==> config.mk <==
export PLATFORM = sky130hd
export DESIGN_NAME = motor_drive
export DESIGN_NICKNAME = d
export VERILOG_FILES = /design/src/hdl/motor_pkg.sv /design/src/hdl/steer_decode.sv /design/src/hdl/wheel_ramp.sv /design/src/hdl/pwm_frame.sv /design/src/hdl/motor_drive.sv
export SDC_FILE = /design/constraint.sdc
export NUM_CORES = 1
export LEC_CHECK = 0
export BUFFER_PORTS_ARGS = -buffer_cell sky130_fd_sc_hd__clkbuf_2
export CORE_MARGIN = 1
export CORE_UTILIZATION = 40
export CTS_BUF_LIST = sky130_fd_sc_hd__clkbuf_8
export CTS_CLUSTER_SIZE = 8
export DETAILED_ROUTE_END_ITERATION = 7
export GPL_TIMING_DRIVEN = 0
export HOLD_SLACK_MARGIN = 0.03
export MAX_ROUTING_LAYER = met4
export PLACE_DENSITY_LB_ADDON = 0.25
export SYNTH_ARGS = -nofsm -noshare
export SYNTH_HDL_FRONTEND = slang
export SYNTH_SLANG_ARGS = --single-unit
==> constraint.sdc <==
create_clock -name clk -period 12.1 [get_ports clk]
set_clock_uncertainty 0.1 [all_clocks]
set_input_delay 2.42 -clock clk [delete_from_list [all_inputs] [get_ports clk]]
set_output_delay 2.42 -clock clk [all_outputs]
set_load 0.03 [all_outputs]
==> src/hdl/motor_pkg.sv <==
`default_nettype none

package motor_pkg;

    // ==================================================
    // wheel speed
    // ==================================================
    localparam int SPEED_W = 11;

    typedef logic signed [SPEED_W-1:0] speed_t;

    localparam speed_t SPEED_MAX     = 11'sd1023;   // full forward, also reset speed.
    localparam speed_t SPEED_MIN     = -11'sd800;   // hard brake floor.
    localparam speed_t SPEED_ZERO    = 11'sd0;
    localparam speed_t SPEED_REVERSE = -11'sd750;
    localparam speed_t SOFT_FLOOR    = -11'sd100;   // soft brake from standstill.
    localparam speed_t HARD_KNEE     = -11'sd300;   // below this, hard brake jumps to floor.

    // per-frame ramp steps
    localparam speed_t FAST_STEP  = 11'sd23;
    localparam speed_t ACCEL_STEP = 11'sd20;
    localparam speed_t SOFT_STEP  = 11'sd100;
    localparam speed_t HARD_STEP  = 11'sd200;

    // ==================================================
    // duty scaling
    // ==================================================
    localparam int DUTY_DEN = 1024;   // threshold = |speed| * PERIOD / DUTY_DEN.

    // ==================================================
    // sensor pattern and steering actions
    // ==================================================
    typedef logic [2:0] line_mode_t;

    localparam line_mode_t MODE_RESET = 3'b111;   // line centred, full ahead.

    typedef enum logic [2:0] {
        ACT_ACCEL_FAST = 3'd0,
        ACT_ACCEL      = 3'd1,
        ACT_BRAKE_SOFT = 3'd2,
        ACT_BRAKE_HARD = 3'd3,
        ACT_SEARCH     = 3'd4,
        ACT_REVERSE    = 3'd5
    } wheel_action_t;

endpackage

`default_nettype wire

==> src/hdl/steer_decode.sv <==
`timescale 1ns/1ps
`default_nettype none

module steer_decode
    import motor_pkg::*;
(
    input  wire logic   clk,
    input  wire logic   reset,
    input  line_mode_t  mode,
    input  wire logic   frame_end,
    output wheel_action_t left_action,
    output wheel_action_t right_action
);

    line_mode_t prev_mode;       // last frame-end sample.
    line_mode_t accepted_mode;   // pattern seen on two frame ends in a row.

    // ==================================================
    // two-frame stability filter
    // ==================================================
    always_ff @(posedge clk or posedge reset) begin
        if (reset) begin
            prev_mode     <= MODE_RESET;
            accepted_mode <= MODE_RESET;
        end else if (frame_end) begin
            prev_mode <= mode;
            if (mode == prev_mode) begin
                accepted_mode <= mode;   // stable for two samples.
            end
        end
    end

    // ==================================================
    // pattern to per-wheel action
    // ==================================================
    always_comb begin
        case (accepted_mode)
            3'b111: begin
                left_action  = ACT_ACCEL_FAST;
                right_action = ACT_ACCEL_FAST;
            end
            3'b110: begin
                left_action  = ACT_BRAKE_SOFT;   // drifting left.
                right_action = ACT_ACCEL;
            end
            3'b100: begin
                left_action  = ACT_BRAKE_HARD;
                right_action = ACT_ACCEL;
            end
            3'b011: begin
                left_action  = ACT_ACCEL;        // drifting right.
                right_action = ACT_BRAKE_SOFT;
            end
            3'b001: begin
                left_action  = ACT_ACCEL;
                right_action = ACT_BRAKE_HARD;
            end
            3'b000: begin
                left_action  = ACT_SEARCH;       // line lost.
                right_action = ACT_SEARCH;
            end
            default: begin
                // 010 and 101 cannot come from a single line, so back off.
                left_action  = ACT_REVERSE;
                right_action = ACT_REVERSE;
            end
        endcase
    end

endmodule

`default_nettype wire

==> src/hdl/wheel_ramp.sv <==
`timescale 1ns/1ps
`default_nettype none

module wheel_ramp
    import motor_pkg::*;
(
    input  wire logic    clk,
    input  wire logic    reset,
    input  wire logic    frame_end,
    input  wheel_action_t left_action,
    input  wheel_action_t right_action,
    output speed_t        left_speed,
    output speed_t        right_speed
);

    speed_t left_next;
    speed_t right_next;
    logic   left_leads;   // left strictly faster, used by search.

    // ==================================================
    // ramp rules for one wheel
    // ==================================================
    function automatic speed_t ramp_speed(
        input wheel_action_t act,
        input speed_t        s,
        input logic          lead
    );
        speed_t nxt;
        case (act)
            ACT_ACCEL_FAST: begin
                nxt = (s > SPEED_MAX - FAST_STEP) ? SPEED_MAX : s + FAST_STEP;
            end
            ACT_ACCEL: begin
                nxt = (s > SPEED_MAX - ACCEL_STEP) ? SPEED_MAX : s + ACCEL_STEP;
            end
            ACT_BRAKE_SOFT: begin
                nxt = (s > SPEED_ZERO) ? s - SOFT_STEP : SOFT_FLOOR;
            end
            ACT_BRAKE_HARD: begin
                nxt = (s > HARD_KNEE) ? s - HARD_STEP : SPEED_MIN;
            end
            ACT_SEARCH: begin
                nxt = lead ? SPEED_MAX : SPEED_ZERO;   // spin toward faster side.
            end
            ACT_REVERSE: begin
                nxt = SPEED_REVERSE;
            end
            default: begin
                nxt = s;   // unused encodings hold.
            end
        endcase
        return nxt;
    endfunction

    // ==================================================
    // next speeds
    // ==================================================
    assign left_leads = (left_speed > right_speed);

    // tie goes to the right wheel.
    assign left_next  = ramp_speed(left_action, left_speed, left_leads);
    assign right_next = ramp_speed(right_action, right_speed, !left_leads);

    // ==================================================
    // speed registers, updated once per frame
    // ==================================================
    always_ff @(posedge clk or posedge reset) begin
        if (reset) begin
            left_speed  <= SPEED_MAX;
            right_speed <= SPEED_MAX;
        end else if (frame_end) begin
            left_speed  <= left_next;
            right_speed <= right_next;
        end
    end

endmodule

`default_nettype wire

==> src/hdl/pwm_frame.sv <==
`timescale 1ns/1ps
`default_nettype none

module pwm_frame
    import motor_pkg::*;
#(
    parameter int unsigned PERIOD = 4000
) (
    input  wire logic  clk,
    input  wire logic  reset,
    input  speed_t     left_speed,
    input  speed_t     right_speed,
    output logic       frame_end,
    output logic [1:0] pwm,
    output logic [1:0] dir
);

    localparam int CNT_W  = $clog2(PERIOD);
    localparam int MAG_W  = SPEED_W - 1;      // magnitude never exceeds 1023.
    localparam int PROD_W = MAG_W + CNT_W;    // holds |speed| * PERIOD.

    logic [CNT_W-1:0] count;
    logic [CNT_W-1:0] left_thr;
    logic [CNT_W-1:0] right_thr;

    // ==================================================
    // magnitude to duty threshold
    // ==================================================
    function automatic logic [CNT_W-1:0] duty_threshold(input speed_t s);
        speed_t            neg;
        logic [MAG_W-1:0]  mag;
        logic [PROD_W-1:0] prod;
        neg  = -s;
        mag  = s[SPEED_W-1] ? neg[MAG_W-1:0] : s[MAG_W-1:0];
        prod = PROD_W'(mag) * PROD_W'(PERIOD);
        // always below PERIOD, so it fits the count width.
        return CNT_W'(prod / PROD_W'(DUTY_DEN));
    endfunction

    // ==================================================
    // frame counter
    // ==================================================
    assign frame_end = (count == CNT_W'(PERIOD - 1));   // last cycle of the frame.

    always_ff @(posedge clk or posedge reset) begin
        if (reset) begin
            count <= '0;
        end else if (frame_end) begin
            count <= '0;   // wraps with the speed update.
        end else begin
            count <= count + 1'b1;
        end
    end

    // ==================================================
    // pwm outputs
    // ==================================================
    assign left_thr  = duty_threshold(left_speed);
    assign right_thr = duty_threshold(right_speed);

    // registered compare, so the high run starts one cycle into the frame.
    always_ff @(posedge clk or posedge reset) begin
        if (reset) begin
            pwm <= 2'b00;
        end else begin
            pwm[1] <= (count < left_thr);
            pwm[0] <= (count < right_thr);
        end
    end

    // sign bit, 1 is backward.
    assign dir = {left_speed[SPEED_W-1], right_speed[SPEED_W-1]};

endmodule

`default_nettype wire

==> src/hdl/motor_drive.sv <==
`timescale 1ns/1ps
`default_nettype none

module motor_drive
    import motor_pkg::*;
#(
    parameter int unsigned PERIOD = 4000   // clk cycles per pwm frame.
) (
    input  wire logic  clk,
    input  wire logic  reset,
    input  line_mode_t mode,
    output logic [1:0] pwm,     // [1] left, [0] right.
    output logic [1:0] dir      // [1] left, [0] right.
);

    logic          frame_end;
    wheel_action_t left_action;
    wheel_action_t right_action;
    speed_t        left_speed;
    speed_t        right_speed;

    // ==================================================
    // decode
    // ==================================================
    steer_decode steer_decode_inst (
        .clk          (clk),
        .reset        (reset),
        .mode         (mode),
        .frame_end    (frame_end),
        .left_action  (left_action),
        .right_action (right_action)
    );

    // ==================================================
    // execute
    // ==================================================
    wheel_ramp wheel_ramp_inst (
        .clk          (clk),
        .reset        (reset),
        .frame_end    (frame_end),
        .left_action  (left_action),
        .right_action (right_action),
        .left_speed   (left_speed),
        .right_speed  (right_speed)
    );

    // ==================================================
    // result
    // ==================================================
    pwm_frame #(
        .PERIOD (PERIOD)
    ) pwm_frame_inst (
        .clk         (clk),
        .reset       (reset),
        .left_speed  (left_speed),
        .right_speed (right_speed),
        .frame_end   (frame_end),
        .pwm         (pwm),
        .dir         (dir)
    );

endmodule

`default_nettype wire

==> metrics list, run 1 <==
* Result of the run: complete, no violations
- Max-cap violations in this run came to 0.
- CTS tree: yes
- Number of standard-cell rows in the floorplan: 52
* Number of global-route vias before repair: 7137
- In this run the critical register-to-register path is captured at pwm_frame_inst.pwm[0].
* Aggregate global-route resource usage: between 20 and 25%
- CTS Hold Bufs: 0
* End of the critical path: pwm_frame_inst.pwm[0]
* Power density over the cells: around 28 mW/mm^2
- Final Net Count: 1195
- The worst hold path begins at steer_decode_inst.prev_mode[1].
- CTS Buffer Depth: 2
* Routed vias/inst: between 5 and 6
* Worst ir drop on vdd: around 36 uV
- Critical R2R Launch: wheel_ramp_inst.right_speed[3]
* Growth of design area from synthesis to finish: 5.79%
- Measured in cells, the most critical reg-to-reg path has a length of 27.
- Clock net sink count: between 40 and 50
* Final setup violating endpoints: 0
- The count of pins over their slew limit came to 0.
- The critical path starts at wheel_ramp_inst.right_speed[3].
- The synthesized design contains 0 enable-type register cells.
- The number of nets in the synthesized netlist is 1179.
* Total congestion overflow: 0
- The first global-routing pass estimated about 37 mm of wire.
- IO Pins: 9
- The critical path is of the flop to flop type.
* Top FF cell, synth: sky130_fd_sc_hd__dfstp_2
- The detail route stage leaves a number of antenna-violating nets equal to 0.
- Distinct cell type count after synthesis: 84
* Reg-to-reg slack, setup: 4.81 ns
- Max Freq: 0.137 GHz
* Hold Fails Final Rpt: 0
- Critical path required time: 12.20 ns
* Total iterations of the first detailed-routing run: 5
- Register bit total from synthesis: 42
- Of all flip-flops after synthesis, the portion carrying an async set or reset was between 90% and 100%.
* Gate count after technology mapping: about 1000
- Largest net degree at the start of global routing: 39
- For this design the static power due to leakage is 4.20 nW.
- Before CTS, the worst setup slack after placement is 4.81 ns.
- The average instance in the mapped netlist occupies 8.42 sq um.
- Relative slew slack: approximately 42%
* CP Launch Type: flop
* Hold crit path type: flop to flop
- Unrepaired setup endpoints after global routing: false
- Of all nets on the critical path, the largest fanout is 9.
- The congestion estimate from routability-driven global placement came to 0.964.
- Number of resized instances in the post-cts repair step: 0
- Final worst-path cycle share: about three fifths
- Antenna diodes: 0
- Shortest period the worst path allows: between 7 and 8 ns
* Netlist Area Pre-Place: around 0.0084 sq mm
- Initial antenna violation count: 0
- The H-tree generated during clock tree synthesis spans 2 levels.
* Starting density of the core: between 40% and 50%
- The floorplan step defined a die boundary enclosing around 0.021 sq mm.
* Detailed placer's ending HPWL: between 15 and 20 mm
- From bottom edge to top edge, the die measures between 100 and 150 um.
- Setup slack after layout: approximately 4.8 ns
* Core Box Area: just over 0.02 sq mm
- The tree is rooted in a sky130_fd_sc_hd__clkbuf_8.
* Kind of end point of the critical path: flop
- Fraction of final layout cells sized beyond drive strength 1: between 10% and 20%
- Yosys warning total: 0
- Count of input and output buffers: 8
- For the worst-skew pair, the clock arrives at the later sink with an insertion delay of 0.32 ns.
- Least-Margin Pin Slew: between 0.8 and 0.9 ns
- Post-CTS timing repair inserted 0 buffers for setup.
- Arrival time at the worst endpoint: ~7.4 ns
- Summing over every cut layer, the via total after detailed routing is just over 7000.
* Number of CTS-inserted buffers: 5
* Detailed-route wire length per cell: about 17 um
- From left edge to right edge, the die measures roughly 150 um.
- Clock transition at the registers of the reported paths: around 0.1 ns
- The filler cells instantiated in the layout total ~2100.
- Detailed-route wire length: between 20 and 25 mm
- Residual DRC count: 0
- Sequential cells were found to cover between 10% and 20% of the synthesized design area.
* DR iter-0 viols: between 400 and 500
- Setup_tns: 0 ns
==> cell usage in the layout, fill, tap and decap left out, drive strengths merged, types with 4 or more instances in the layout <==
master	count
and3	12
a211o	5
fa	48
xnor2	61
nand2	74
and2	5
a21o	25
a21oi	74
nor3	37
a211oi	10
a31oi	18
inv	104
nand4	11
o211ai	5
or3	6
a221oi	6
nor2	71
or2	6
dfrtp	16
nand3	23
ha	134
o31ai	10
xor2	21
clkbuf	24
dfstp	26
o21a	13
o22ai	11
a221o	4
o21ai	46
buf	30
nand2b	12
nor4	6
nor2b	13
==> cell usage after synthesis, types with 6 or more instances <==
cell type                  number  share of area (%)
sky130_fd_sc_hd__a211oi_1       8               0.72
sky130_fd_sc_hd__a21o_1        24                2.2
sky130_fd_sc_hd__a21oi_1       67                4.0
sky130_fd_sc_hd__a21oi_2        6               0.63
sky130_fd_sc_hd__a221oi_1       6               0.63
sky130_fd_sc_hd__a31oi_1       18                1.3
sky130_fd_sc_hd__and3_1        11               0.82
sky130_fd_sc_hd__buf_2         18                1.1
sky130_fd_sc_hd__buf_4          7               0.63
sky130_fd_sc_hd__clkbuf_1      11               0.49
sky130_fd_sc_hd__dfrtp_1       16                4.8
sky130_fd_sc_hd__dfstp_2       26                8.2
sky130_fd_sc_hd__fa_1          48                 11
sky130_fd_sc_hd__ha_1         134                 20
sky130_fd_sc_hd__inv_1         97                4.4
sky130_fd_sc_hd__inv_2          6               0.27
sky130_fd_sc_hd__nand2_1       73                3.3
sky130_fd_sc_hd__nand2b_1      11               0.82
sky130_fd_sc_hd__nand3_1       22                1.3
sky130_fd_sc_hd__nand4_1       11               0.82
sky130_fd_sc_hd__nor2_1        69                3.1
sky130_fd_sc_hd__nor2b_1       13               0.97
sky130_fd_sc_hd__nor3_1        34                2.0
sky130_fd_sc_hd__o21a_1        12                1.1
sky130_fd_sc_hd__o21ai_0       32                1.9
sky130_fd_sc_hd__o21ai_1       11               0.66
sky130_fd_sc_hd__o22ai_1       11               0.82
sky130_fd_sc_hd__o31ai_1        8               0.72
sky130_fd_sc_hd__xnor2_1       54                5.7
sky130_fd_sc_hd__xnor2_2        6                1.2
sky130_fd_sc_hd__xor2_1        21                2.2
==> flip-flops by register name, summed over array words and instances, names as in the netlist <==
signal,cells
wheel_ramp_inst.right_speed,11
steer_decode_inst.prev_mode,3
steer_decode_inst.accepted_mode,3
pwm_frame_inst.pwm,2
pwm_frame_inst.count,12
wheel_ramp_inst.left_speed,11
==> stage by stage <==
stage	utilization (%)	std cells	hold WS, ns	power (mW)	area [sq um]
2_1_floorplan	-	992	0.341	0.146	8360
3_3_place_gp	42.9	1270	0.349	0.148	8730
3_5_place_dp	43.0	1271	0.355	0.149	8750
4_1_cts	43.4	1279	0.369	0.249	8840
5_1_grt	43.4	1279	0.388	0.255	8840
6_report	43.4	1279	0.367	0.247	8840
==> critical path, cell delays in order (launching register included) <==
cell and delay [ns]:
sky130_fd_sc_hd__dfstp_2 0.59, sky130_fd_sc_hd__clkbuf_1 0.36, sky130_fd_sc_hd__inv_1 0.29, sky130_fd_sc_hd__ha_1 0.30, sky130_fd_sc_hd__nand2_1 0.08, sky130_fd_sc_hd__nand2_1 0.09
sky130_fd_sc_hd__xnor2_1 0.70, sky130_fd_sc_hd__xnor2_1 0.19, sky130_fd_sc_hd__fa_1 0.51, sky130_fd_sc_hd__inv_1 0.05, sky130_fd_sc_hd__fa_1 0.47, sky130_fd_sc_hd__fa_1 0.52
sky130_fd_sc_hd__inv_1 0.04, sky130_fd_sc_hd__ha_1 0.32, sky130_fd_sc_hd__a21oi_1 0.13, sky130_fd_sc_hd__o21a_1 0.21, sky130_fd_sc_hd__nor2b_1 0.08, sky130_fd_sc_hd__o21a_1 0.20
sky130_fd_sc_hd__o21a_1 0.17, sky130_fd_sc_hd__o31ai_1 0.23, sky130_fd_sc_hd__ha_1 0.29, sky130_fd_sc_hd__a21o_1 0.18, sky130_fd_sc_hd__a21o_1 0.17, sky130_fd_sc_hd__a21o_1 0.17
sky130_fd_sc_hd__a221o_1 0.30, sky130_fd_sc_hd__o21ai_1 0.13, sky130_fd_sc_hd__a21oi_1 0.06, sky130_fd_sc_hd__o41ai_1 0.26
==> cell type report <==
type / instances / area [sq um] / area share [%]
Timing Repair Buffer: 9 / 60.1 / 0.679
Inverter: 103 / 387 / 4.37
Clock buffer: 5 / 68.8 / 0.778
Sequential cell: 42 / 1080 / 12.3
Buffer: 40 / 214 / 2.42
Multi-Input combinational cell: 807 / 6670 / 75.5
Clock inverter: 3 / 17.5 / 0.198
Tap cell: 270 / 338 / 3.82
==> layer usage <==
metal	vias to the layer above	wire length (um)	track usage, %
met5	-	0	-
met4	0	450	5.42
met3	42	1200	3.00
met2	213	9880	34.4
met1	3363	10200	29.1
li1	3513	-	-
==> worst min-delay path by stage <==
stage / endpoint / slack [ns] / depth (start not counted)
detailed placement: steer_decode_inst.prev_mode[1] / 0.35 / 2
global placement: steer_decode_inst.prev_mode[2] / 0.35 / 2
CTS: steer_decode_inst.prev_mode[1] / 0.37 / 2
global route: steer_decode_inst.prev_mode[1] / 0.39 / 2
finish: steer_decode_inst.prev_mode[1] / 0.37 / 2
floorplan: steer_decode_inst.prev_mode[0] / 0.34 / 2
==> power breakdown <==
group	total (mW)	leakage [nW]	switching, mW	internal [mW]
Combinational	0.00520	3.67	0.00368	0.00151
Sequential	0.141	0.478	0	0.141
Clock	0.101	0.0493	0.0609	0.0402
==> cells by family (layout without fill, tap and decap cells) <==
family | after synthesis | after routing | synth area share [%]
multiplexers | 6 | 6 | 0.764
adder cells (fa/ha/maj) | 184 | 184 | 31.8
AND/OR/NAND/NOR | 283 | 283 | 17.6
buffers and inverters | 143 | 160 | 7.19
XOR/XNOR | 82 | 82 | 9.36
AO/OA/AOI/OAI | 252 | 252 | 20.3
flip-flops | 42 | 42 | 13.0
Power figures use the tool's default switching activity.
==> inputs of run 2 (changes only) <==
- ABC_AREA: unset -> 1
- clock period: 12.1 -> 6.8 ns (I/O delays scaled with it)
==> run 2 against run 1 <==
Effect of this change: sequential power rose by 77%; routed wire length rose by 3.8%; largest power group unchanged; setup slack got worse by 4.2 ns.
==> metrics list, run 2 <==
- Post-placement setup slack: 0.415 ns (was 4.81 ns)
- Cell types occupying the most area after synthesis: sky130_fd_sc_hd__ha_1 (20%), sky130_fd_sc_hd__nand2_1 (13%), sky130_fd_sc_hd__fa_1 (11%) (was sky130_fd_sc_hd__ha_1 (20%), sky130_fd_sc_hd__fa_1 (11%), sky130_fd_sc_hd__dfstp_2 (8.2%)).
- The number of global-route vias before repair came to 7744 (was 7137).
- Reg-to-reg slack, setup: 0.60 ns (was 4.81 ns)
- The proportion of total power due to net switching came to 24.2% (was 26.1%).
- Buffers & Inverters on Critical Path: 6 (was 4)
- EDFF count, synth: 0 (unchanged)
- The core region area came to 0.0210 sq mm (was 0.0204 sq mm).
- Final slew viol count: 0 (unchanged)
- The clock latency on the worst-skew pair was 0.32 ns (about the same).
- Crit path kind: flop to flop (unchanged)
* Starting density of the core: 40.7% (was 41.0%)
* IO Pins: 9 (unchanged)
- Relative slew slack: 47.2% (was 42.5%)
* CTS tree: yes (unchanged)
- Register bit total from synthesis: 42 (unchanged)
- Compound-gate portion of the synthesized area: 12.2% (was 20.3%)
- The worst hold slack is 0.393 ns (was 0.367 ns).
- The number of buffers between clock root and the deepest sink is 2 (unchanged).
* Reg2Reg Depth: 27 (unchanged)
- Cell leakage power: 5.09 nW (was 4.20 nW)
- Largest registers: pwm_frame_inst.count (12), wheel_ramp_inst.left_speed (11), wheel_ramp_inst.right_speed (11) (unchanged).
- The fraction of power consumed by sequential logic was 52.4% (was 57.0%).
- Fillcell total: 2206 (was 2104)
- The highest ir drop seen on vdd is 68.2 uV (was 35.7 uV).
* Total number of vias: 7951 (was 7131)
- The endpoint of the worst hold-timing path is pwm_frame_inst.count[0] (was steer_decode_inst.prev_mode[1]).
- Detailed placer's ending HPWL: 18.3 mm (was 17.5 mm)
- Hold Fails Final Rpt: 0 (unchanged)
* Total iterations of the first detailed-routing run: 8 (was 5)
- Post-synthesis share of cell area spent on xor and xnor gates: 6.42% (was 9.36%)
* Share of synthesized area spent on multiplexers: 0% (was 0.764%)
- The weighted congestion reported at the end of routability-driven placement was 0.949 (was 0.964).
- Net count of the mapped netlist: 1431 (was 1179)
* Number of CTS-inserted buffers: 5 (unchanged)
- The relative contribution of the clock network to total power is 45.6% (was 40.9%).
* Number of post-CTS setup repair buffers: 0 (unchanged)
* CTS H-tree lvls: 2 (unchanged)
- The worst flop-to-flop path endpoint was pwm_frame_inst.pwm[0] (unchanged).
- DR iter-0 viols: 515 (was 473)
- The nature of the critical path startpoint is a flop (unchanged).
* Most used cell, CP: sky130_fd_sc_hd__inv_1
* Dpl cells: 1528 (was 1271)
* Power density over the cells: 52.6 mW/mm^2 (was 27.9 mW/mm^2)
- Util after Layout: 43.2% (was 43.4%)
- Unrepaired setup endpoints after global routing: false (unchanged).
- The internal power came to 0.362 mW (was 0.182 mW).
- Post-synthesis share of cell area spent on and, or, nand and nor gates: 26.7% (was 17.6%)
- The number of vias per cell was 5.18 (was 5.58).
- Power spent charging and discharging nets: 0.116 mW (was 0.0646 mW)
* Setup_tns: 0 ns (unchanged)
* Gate count after technology mapping: 1244 (was 992)
- The largest fanout on the critical path came to 11 (was 9).
- Setup slack after layout: 0.604 ns (was 4.81 ns)
- Growth of design area from synthesis to finish: 6.08% (was 5.79%)
- The number of maximum-capacitance constraint violations was 0 (unchanged).
- Cell type contributing the most total cell area after synthesis: sky130_fd_sc_hd__ha_1 (unchanged)
- The number of setup violations in the final report was 0 (unchanged).
- Critical path required time: 6.91 ns (was 12.20 ns)
- The commonest register cell after synthesis is sky130_fd_sc_hd__dfstp_2 (unchanged).
- The post-route minimum period was 6.20 ns (was 7.29 ns).
- Die extent in x: 148 um (was 147 um)
- Combinational family with the most area after synthesis: adder cells (unchanged)
* Critical R2R Launch: wheel_ramp_inst.right_speed[3] (unchanged)
* CTS root buf: sky130_fd_sc_hd__clkbuf_8 (unchanged)
* Aggregate global-route resource usage: 22.4% (was 21.7%)
* Detailed-route wire length per cell: 14.7 um (was 17.0 um)
* Number of standard-cell rows in the floorplan: 53 (was 52)
- Top post-synthesis cells by count: sky130_fd_sc_hd__nand2_1 (287), sky130_fd_sc_hd__inv_1 (208), sky130_fd_sc_hd__ha_1 (134) (was sky130_fd_sc_hd__ha_1 (134), sky130_fd_sc_hd__inv_1 (97), sky130_fd_sc_hd__nand2_1 (73)).
- Kind of end point of the critical path: flop (unchanged)
- The global-route wire length before repair was 38.7 mm (was 36.6 mm).
- Proportion of register bits with asynchronous set or reset after synthesis: 100% (unchanged)
- Distinct cell type count after synthesis: 42 (was 84)
- Area enclosed by the die boundary: 0.0220 sq mm (was 0.0215 sq mm)
* Vertical die dimension: 148 um (was 147 um)
* Least-Margin Pin Slew: 0.792 ns (was 0.856 ns)
- The most common cell after layout, fill and taps aside was sky130_fd_sc_hd__nand2_1 (was sky130_fd_sc_hd__ha_1).
- The number of antenna violations at the first check in global routing came to 0 (unchanged).
- The top cell type's share of synthesized area is 19.6% (was 20.1%).
* Detailed-route wire length: 22.6 mm (was 21.8 mm)
- Critical hold path startpoint: pwm_frame_inst.count[0] (was steer_decode_inst.prev_mode[1])
- The cell depth of the worst min-delay path is 1 (was 2).
* Result of the run: complete, no violations (unchanged)
- Residual DRC count: 0 (unchanged)
- The register bank with the most flops is pwm_frame_inst.count (unchanged).
- Max Freq: 0.161 GHz (was 0.137 GHz)
- Clock transition at the registers of the reported paths: 0.10 ns (about the same)
- The count of antenna diodes in the layout is 0 (unchanged).
- The final worst-path cycle share was 91.1% (was 60.2%).
* Flip-flop count of the largest register, all copies and words added: 12 (unchanged)
- The register area share after synthesis is 12.7% (was 13.0%).
- Count of input and output buffers: 8 (unchanged)
- Post-synthesis share of cell area spent on full adders, half adders and majority gates: 30.8% (was 31.8%)
* Clock net sink count: 42 (unchanged)
- The delay contributed by the slowest stage of the critical path was 0.63 ns (was 0.70 ns).
- The path class of the lowest-slack min-delay path is flop to flop (unchanged).
- The count of synthesis-stage warnings from yosys was 0 (unchanged).
- The logic gate share of total power is 2.0% (was 2.1%).
- The post-layout instance count excluding filler cells was 1536 (was 1279).
- Arrival time at the worst endpoint: 6.31 ns (was 7.39 ns)
* Average footprint of a synthesized cell: 6.88 sq um (was 8.42 sq um)
* CTS Hold Bufs: 0 (unchanged)
* Netlist Area Pre-Place: 0.00856 sq mm (was 0.00836 sq mm)
- The largest net degree at the start of global routing came to 29 (was 39).
- Fraction of final layout cells sized beyond drive strength 1: 8.09% (was 12.8%)
- Cell with the largest stage delay on the worst path: sky130_fd_sc_hd__dfstp_2 (was sky130_fd_sc_hd__xnor2_1)
- Number of nets with antenna violations after detailed routing: 0 (unchanged)
- Final Net Count: 1447 (was 1195)
- Total congestion overflow: 0 (unchanged)
- Commonest cells after routing, fill and taps aside: sky130_fd_sc_hd__nand2_1 (287), sky130_fd_sc_hd__inv_1 (208), sky130_fd_sc_hd__ha_1 (134) (was sky130_fd_sc_hd__ha_1 (134), sky130_fd_sc_hd__inv_1 (97), sky130_fd_sc_hd__nand2_1 (73)).
- The most frequent cell after synthesis was sky130_fd_sc_hd__nand2_1 (was sky130_fd_sc_hd__ha_1).
- Critical path's top delay family: adder cells (unchanged)
==> run 2: cell types whose count changed in the layout (fill, tap and decap cells not counted), sizes merged, moves of 13 or more <==
cell,delta
nor2b,-13
xnor2,-50
a21o,-22
xor2,+29
nand2,+222
o21a,-13
inv,+119
nand3,+65
o21ai,+36
==> run 2: timing repair <==
action / in CTS / in global routing
hold endpoints to repair: 0 / 0
gates resized for setup: 0 / 1
setup endpoints to repair: 0 / 1
==> run 2: final cells by class <==
type | count | area (sq um) | area share (%)
inverter | 221 | 832 | 9.17
clock buffer | 5 | 68.8 | 0.758
buffer | 22 | 128 | 1.41
tap | 275 | 344 | 3.79
clock inverter | 3 | 40.0 | 0.441
timing repair buffer | 9 | 60.1 | 0.662
sequential | 42 | 1080 | 11.9
multi-input combinational | 959 | 6520 | 71.8
==> run 2: per-layer routing <==
metal  global-route usage [%]  routed length (um)
met4                     4.12                 350
met2                     37.0               10400
met1                     30.0               10900
met3                     2.18                 996
met5                        -                   0
==> run 2: worst max-delay path by stage <==
stage | slack [ns] | startpoint | endpoint | cells after the start
global placement | 0.41 | wheel_ramp_inst.right_speed[3] | pwm_frame_inst.pwm[0] | 27
detailed placement | 0.42 | wheel_ramp_inst.right_speed[3] | pwm_frame_inst.pwm[0] | 27
CTS | 0.38 | wheel_ramp_inst.right_speed[3] | pwm_frame_inst.pwm[0] | 27
floorplan | 1.19 | wheel_ramp_inst.right_speed[3] | pwm_frame_inst.pwm[0] | 27
global route | 0.08 | wheel_ramp_inst.right_speed[3] | pwm_frame_inst.pwm[0] | 27
finish | 0.60 | wheel_ramp_inst.right_speed[3] | pwm_frame_inst.pwm[0] | 27
==> run 2: logic make-up (layout without fill, tap and decap cells) <==
family,after synthesis,after routing
xor+xnor,61,61
buf+inv,243,260
fa+ha+maj,182,182
simple gates,526,526
flops,42,42
compound gates,190,190
==> run 2: metrics by stage <==
step                instance area (sq um)  total power, mW
finish                               9080            0.478
global placement                     8940            0.263
floorplan                            8560            0.259
global route                         9080            0.495
detailed placement                   8960            0.265
CTS                                  9070            0.488
==> run 2: power by group through the flow <==
stage	logic (mW)	clock network (mW)	registers (mW)
2_1_floorplan	0.00473	0	0.255
3_3_place_gp	0.00838	0	0.255
3_5_place_dp	0.0100	0	0.255
4_1_cts	0.0100	0.228	0.251
5_1_grt	0.0110	0.234	0.251
6_report	0.00938	0.218	0.250
==> inputs of run 3 (changes only) <==
- CELL_PAD_IN_SITES_DETAIL_PLACEMENT: unset -> 0
- CELL_PAD_IN_SITES_GLOBAL_PLACEMENT: unset -> 1
- SKIP_CTS_REPAIR_TIMING: unset -> 1
==> run 3 against run 2 <==
Effect of this change: setup slack worse by 0.046 ns; critical path type unchanged; largest power group unchanged; critical endpoint is now pwm_frame_inst.pwm[1]; highest routed layer unchanged; worst hold slack got worse by 0.0060 ns; sequential power barely moved.
==> metrics list, run 3 (synthesis results as in run 2) <==
* Result of the run: complete, no violations (unchanged)
* Count of placed standard cells in the final layout, fillers left out: 1536 (unchanged)
* Hold crit path type: flop to flop (unchanged)
- Area enclosed by the die boundary: 0.0220 sq mm (unchanged)
- Total chip power: 0.469 mW (was 0.478 mW)
- Final worst-path cycle share: 91.8% (was 91.1%)
- DR iter-0 viols: 429 (was 515)
- Highest fanout seen on the critical path: 11 (unchanged)
- Die extent in x: 148 um (unchanged)
* Fraction of final layout cells sized beyond drive strength 1: 8.17% (was 8.09%)
* Max-cap check violation count: 0 (unchanged)
- Hold Fails Final Rpt: 0 (unchanged)
* Growth of design area from synthesis to finish: 6.27% (was 6.08%)
- The static leakage power is 5.09 nW (about the same).
* Min-Delay Path Depth: 1 (unchanged)
- The CTS clock-pin slew for the worst setup and hold paths was 0.09 ns (was 0.10 ns).
- The number of global-route vias before repair was 7729 (was 7744).
- Number of standard-cell rows in the floorplan: 53 (unchanged)
- The overflow left after global routing came to 0 (unchanged).
- The total clock buffers created by CTS was 5 (unchanged).
- The count of nets left with antenna violations after detail routing is 0 (unchanged).
* Detailed placer's ending HPWL: 19.0 mm (was 18.3 mm)
* Aggregate global-route resource usage: 22.7% (was 22.4%)
- Shortest period the worst path allows: 6.24 ns (was 6.20 ns)
- Detailed-route wire length: 22.9 mm (was 22.6 mm)
* CTS tree: yes (unchanged)
- The critical path start-end classification is flop to flop (unchanged).
- Largest net degree at the start of global routing: 24 (was 29)
- Util after Layout: 43.3% (was 43.2%)
* Core Box Area: 0.0210 sq mm (unchanged)
- Unrepaired setup endpoints after global routing: false (unchanged)
- The flip-flop count of the largest register, all copies and words added came to 12 (unchanged).
- The number of placed instances with taps included came to 1528 (unchanged).
* Reg2Reg Depth: 26 (was 27)
* CTS Buffer Depth: 2 (unchanged)
- Final setup violating endpoints: 0 (unchanged)
- Commonest cells after routing, fill and taps aside: sky130_fd_sc_hd__nand2_1 (287), sky130_fd_sc_hd__inv_1 (208), sky130_fd_sc_hd__ha_1 (134) (unchanged).
- CP Launch Type: flop (unchanged)
- The number of port buffers is 8 (unchanged).
- Critical path required time: 6.90 ns (was 6.91 ns)
* Starting density of the core: 40.7% (unchanged)
- Worst ir drop on vdd: 73.3 uV (was 68.2 uV)
- IO Pins: 9 (unchanged)
- The total of fill cells in the finished design is 2212 (was 2206).
- Largest registers: pwm_frame_inst.count (12), wheel_ramp_inst.left_speed (11), wheel_ramp_inst.right_speed (11) (unchanged).
- CTS H-tree lvls: 2 (unchanged)
- Final Net Count: 1447 (unchanged)
- The global-route wire length before repair is 38.9 mm (was 38.7 mm).
- The capturing element type of the critical path is a flop (unchanged).
* Routed vias/inst: 5.10 (was 5.18)
* Least-Margin Pin Slew: 0.714 ns (was 0.792 ns)
- Initial antenna violation count: 0 (unchanged)
- The total negative slack for setup checks is 0 ns (unchanged).
- CTS root buf: sky130_fd_sc_hd__clkbuf_8 (unchanged)
- Largest register by flop count: pwm_frame_inst.count (unchanged)
- The relative slew slack is 52.4% (was 47.2%).
* Power density over the cells: 51.6 mW/mm^2 (was 52.6 mW/mm^2)
- Clock net sink count: 42 (unchanged)
- Most common cell after layout, fill and taps aside: sky130_fd_sc_hd__nand2_1 (unchanged)
* Max Freq: 0.160 GHz (was 0.161 GHz)
* Residual DRC count: 0 (unchanged)
* Detailed-route wire length per cell: 14.9 um (was 14.7 um)
* Total number of vias: 7836 (was 7951)
* Insertion delay to the later sink of the worst-skew pair: 0.32 ns (about the same)
* Vertical die dimension: 148 um (unchanged)
* Final estimated routing congestion in global placement: 0.896 (was 0.949)
* Total iterations of the first detailed-routing run: 5 (was 8)
- The data arrival at the endpoint of the critical path is 6.34 ns (was 6.31 ns).
- Antenna diodes: 0 (unchanged)
- The count of pins over their slew limit came to 0 (unchanged).
[run 3: cell count changes in the layout (fill, tap and decap cells not counted)]
cell                         change
sky130_fd_sc_hd__buf_16          +1
sky130_fd_sc_hd__clkinvlp_4      +1
sky130_fd_sc_hd__xor2_2          +1
sky130_fd_sc_hd__buf_12          -1
sky130_fd_sc_hd__xor2_1          -1
sky130_fd_sc_hd__inv_4           -1
[run 3: per-stage QoR]
step	hold slack [ns]	area, sq um	setup slack, ns
after floorplan	0.355	8560	1.19
after global placement	0.378	8940	0.441
after detailed placement	0.380	8970	0.477
after CTS	0.388	9080	0.434
after global routing	0.433	9090	0.000917
final	0.387	9090	0.558
[run 3: area by class of cell]
cell class / count / area, sq um / area share [%]
Multi-Input combinational cell: 959 / 6530 / 71.8
Tap cell: 275 / 344 / 3.78
Clock buffer: 5 / 68.8 / 0.757
Timing Repair Buffer: 9 / 67.6 / 0.743
Clock inverter: 3 / 41.3 / 0.454
Sequential cell: 42 / 1080 / 11.9
Inverter: 221 / 832 / 9.15
Buffer: 22 / 128 / 1.40
[run 3: worst paths after layout]
path	from	end	slack, ns
setup / recovery	wheel_ramp_inst.left_speed[3]	pwm_frame_inst.pwm[1]	0.56
hold / removal	pwm_frame_inst.count[0]	pwm_frame_inst.count[0]	0.39
setup reg to reg	wheel_ramp_inst.left_speed[3]	pwm_frame_inst.pwm[1]	0.56
hold reg to reg	pwm_frame_inst.count[0]	pwm_frame_inst.count[0]	0.39
max in group asynchronous	reset	steer_decode_inst.prev_mode[1]	5.06
min in group asynchronous	reset	pwm_frame_inst.count[1]	0.98
[run 3: power breakdown]
part / total (mW) / switching, mW / internal (mW)
sequential: 0.250 / 0 / 0.250
clock: 0.209 / 0.100 / 0.108
combinational: 0.00972 / 0.00654 / 0.00318
[run 3: critical path, cell delays in order, from the launching register on]
cell and delay, ns:
sky130_fd_sc_hd__dfstp_2 0.65, sky130_fd_sc_hd__inv_1 0.26, sky130_fd_sc_hd__ha_1 0.27, sky130_fd_sc_hd__nand2_1 0.15, sky130_fd_sc_hd__inv_1 0.07, sky130_fd_sc_hd__nand3_1 0.09
sky130_fd_sc_hd__nand2_1 0.07, sky130_fd_sc_hd__xor2_1 0.43, sky130_fd_sc_hd__inv_1 0.29, sky130_fd_sc_hd__fa_1 0.55, sky130_fd_sc_hd__fa_1 0.51, sky130_fd_sc_hd__inv_1 0.06
sky130_fd_sc_hd__fa_1 0.47, sky130_fd_sc_hd__ha_1 0.31, sky130_fd_sc_hd__ha_1 0.36, sky130_fd_sc_hd__a21oi_1 0.18, sky130_fd_sc_hd__o21bai_1 0.09, sky130_fd_sc_hd__a221oi_1 0.36
sky130_fd_sc_hd__nand2_1 0.09, sky130_fd_sc_hd__nand2_1 0.06, sky130_fd_sc_hd__nand2_1 0.06, sky130_fd_sc_hd__ha_1 0.27, sky130_fd_sc_hd__nand2_1 0.04, sky130_fd_sc_hd__inv_1 0.06
sky130_fd_sc_hd__nand2_1 0.06, sky130_fd_sc_hd__o211ai_1 0.17, sky130_fd_sc_hd__a21oi_1 0.06
[run 3: routing by layer]
layer	up-vias	part of all wire [%]	track usage, %
met5	-	0	-
met4	0	1.4	4.33
met3	31	3.3	2.15
met2	144	46	37.9
met1	3602	49	30.1
li1	4059	-	-
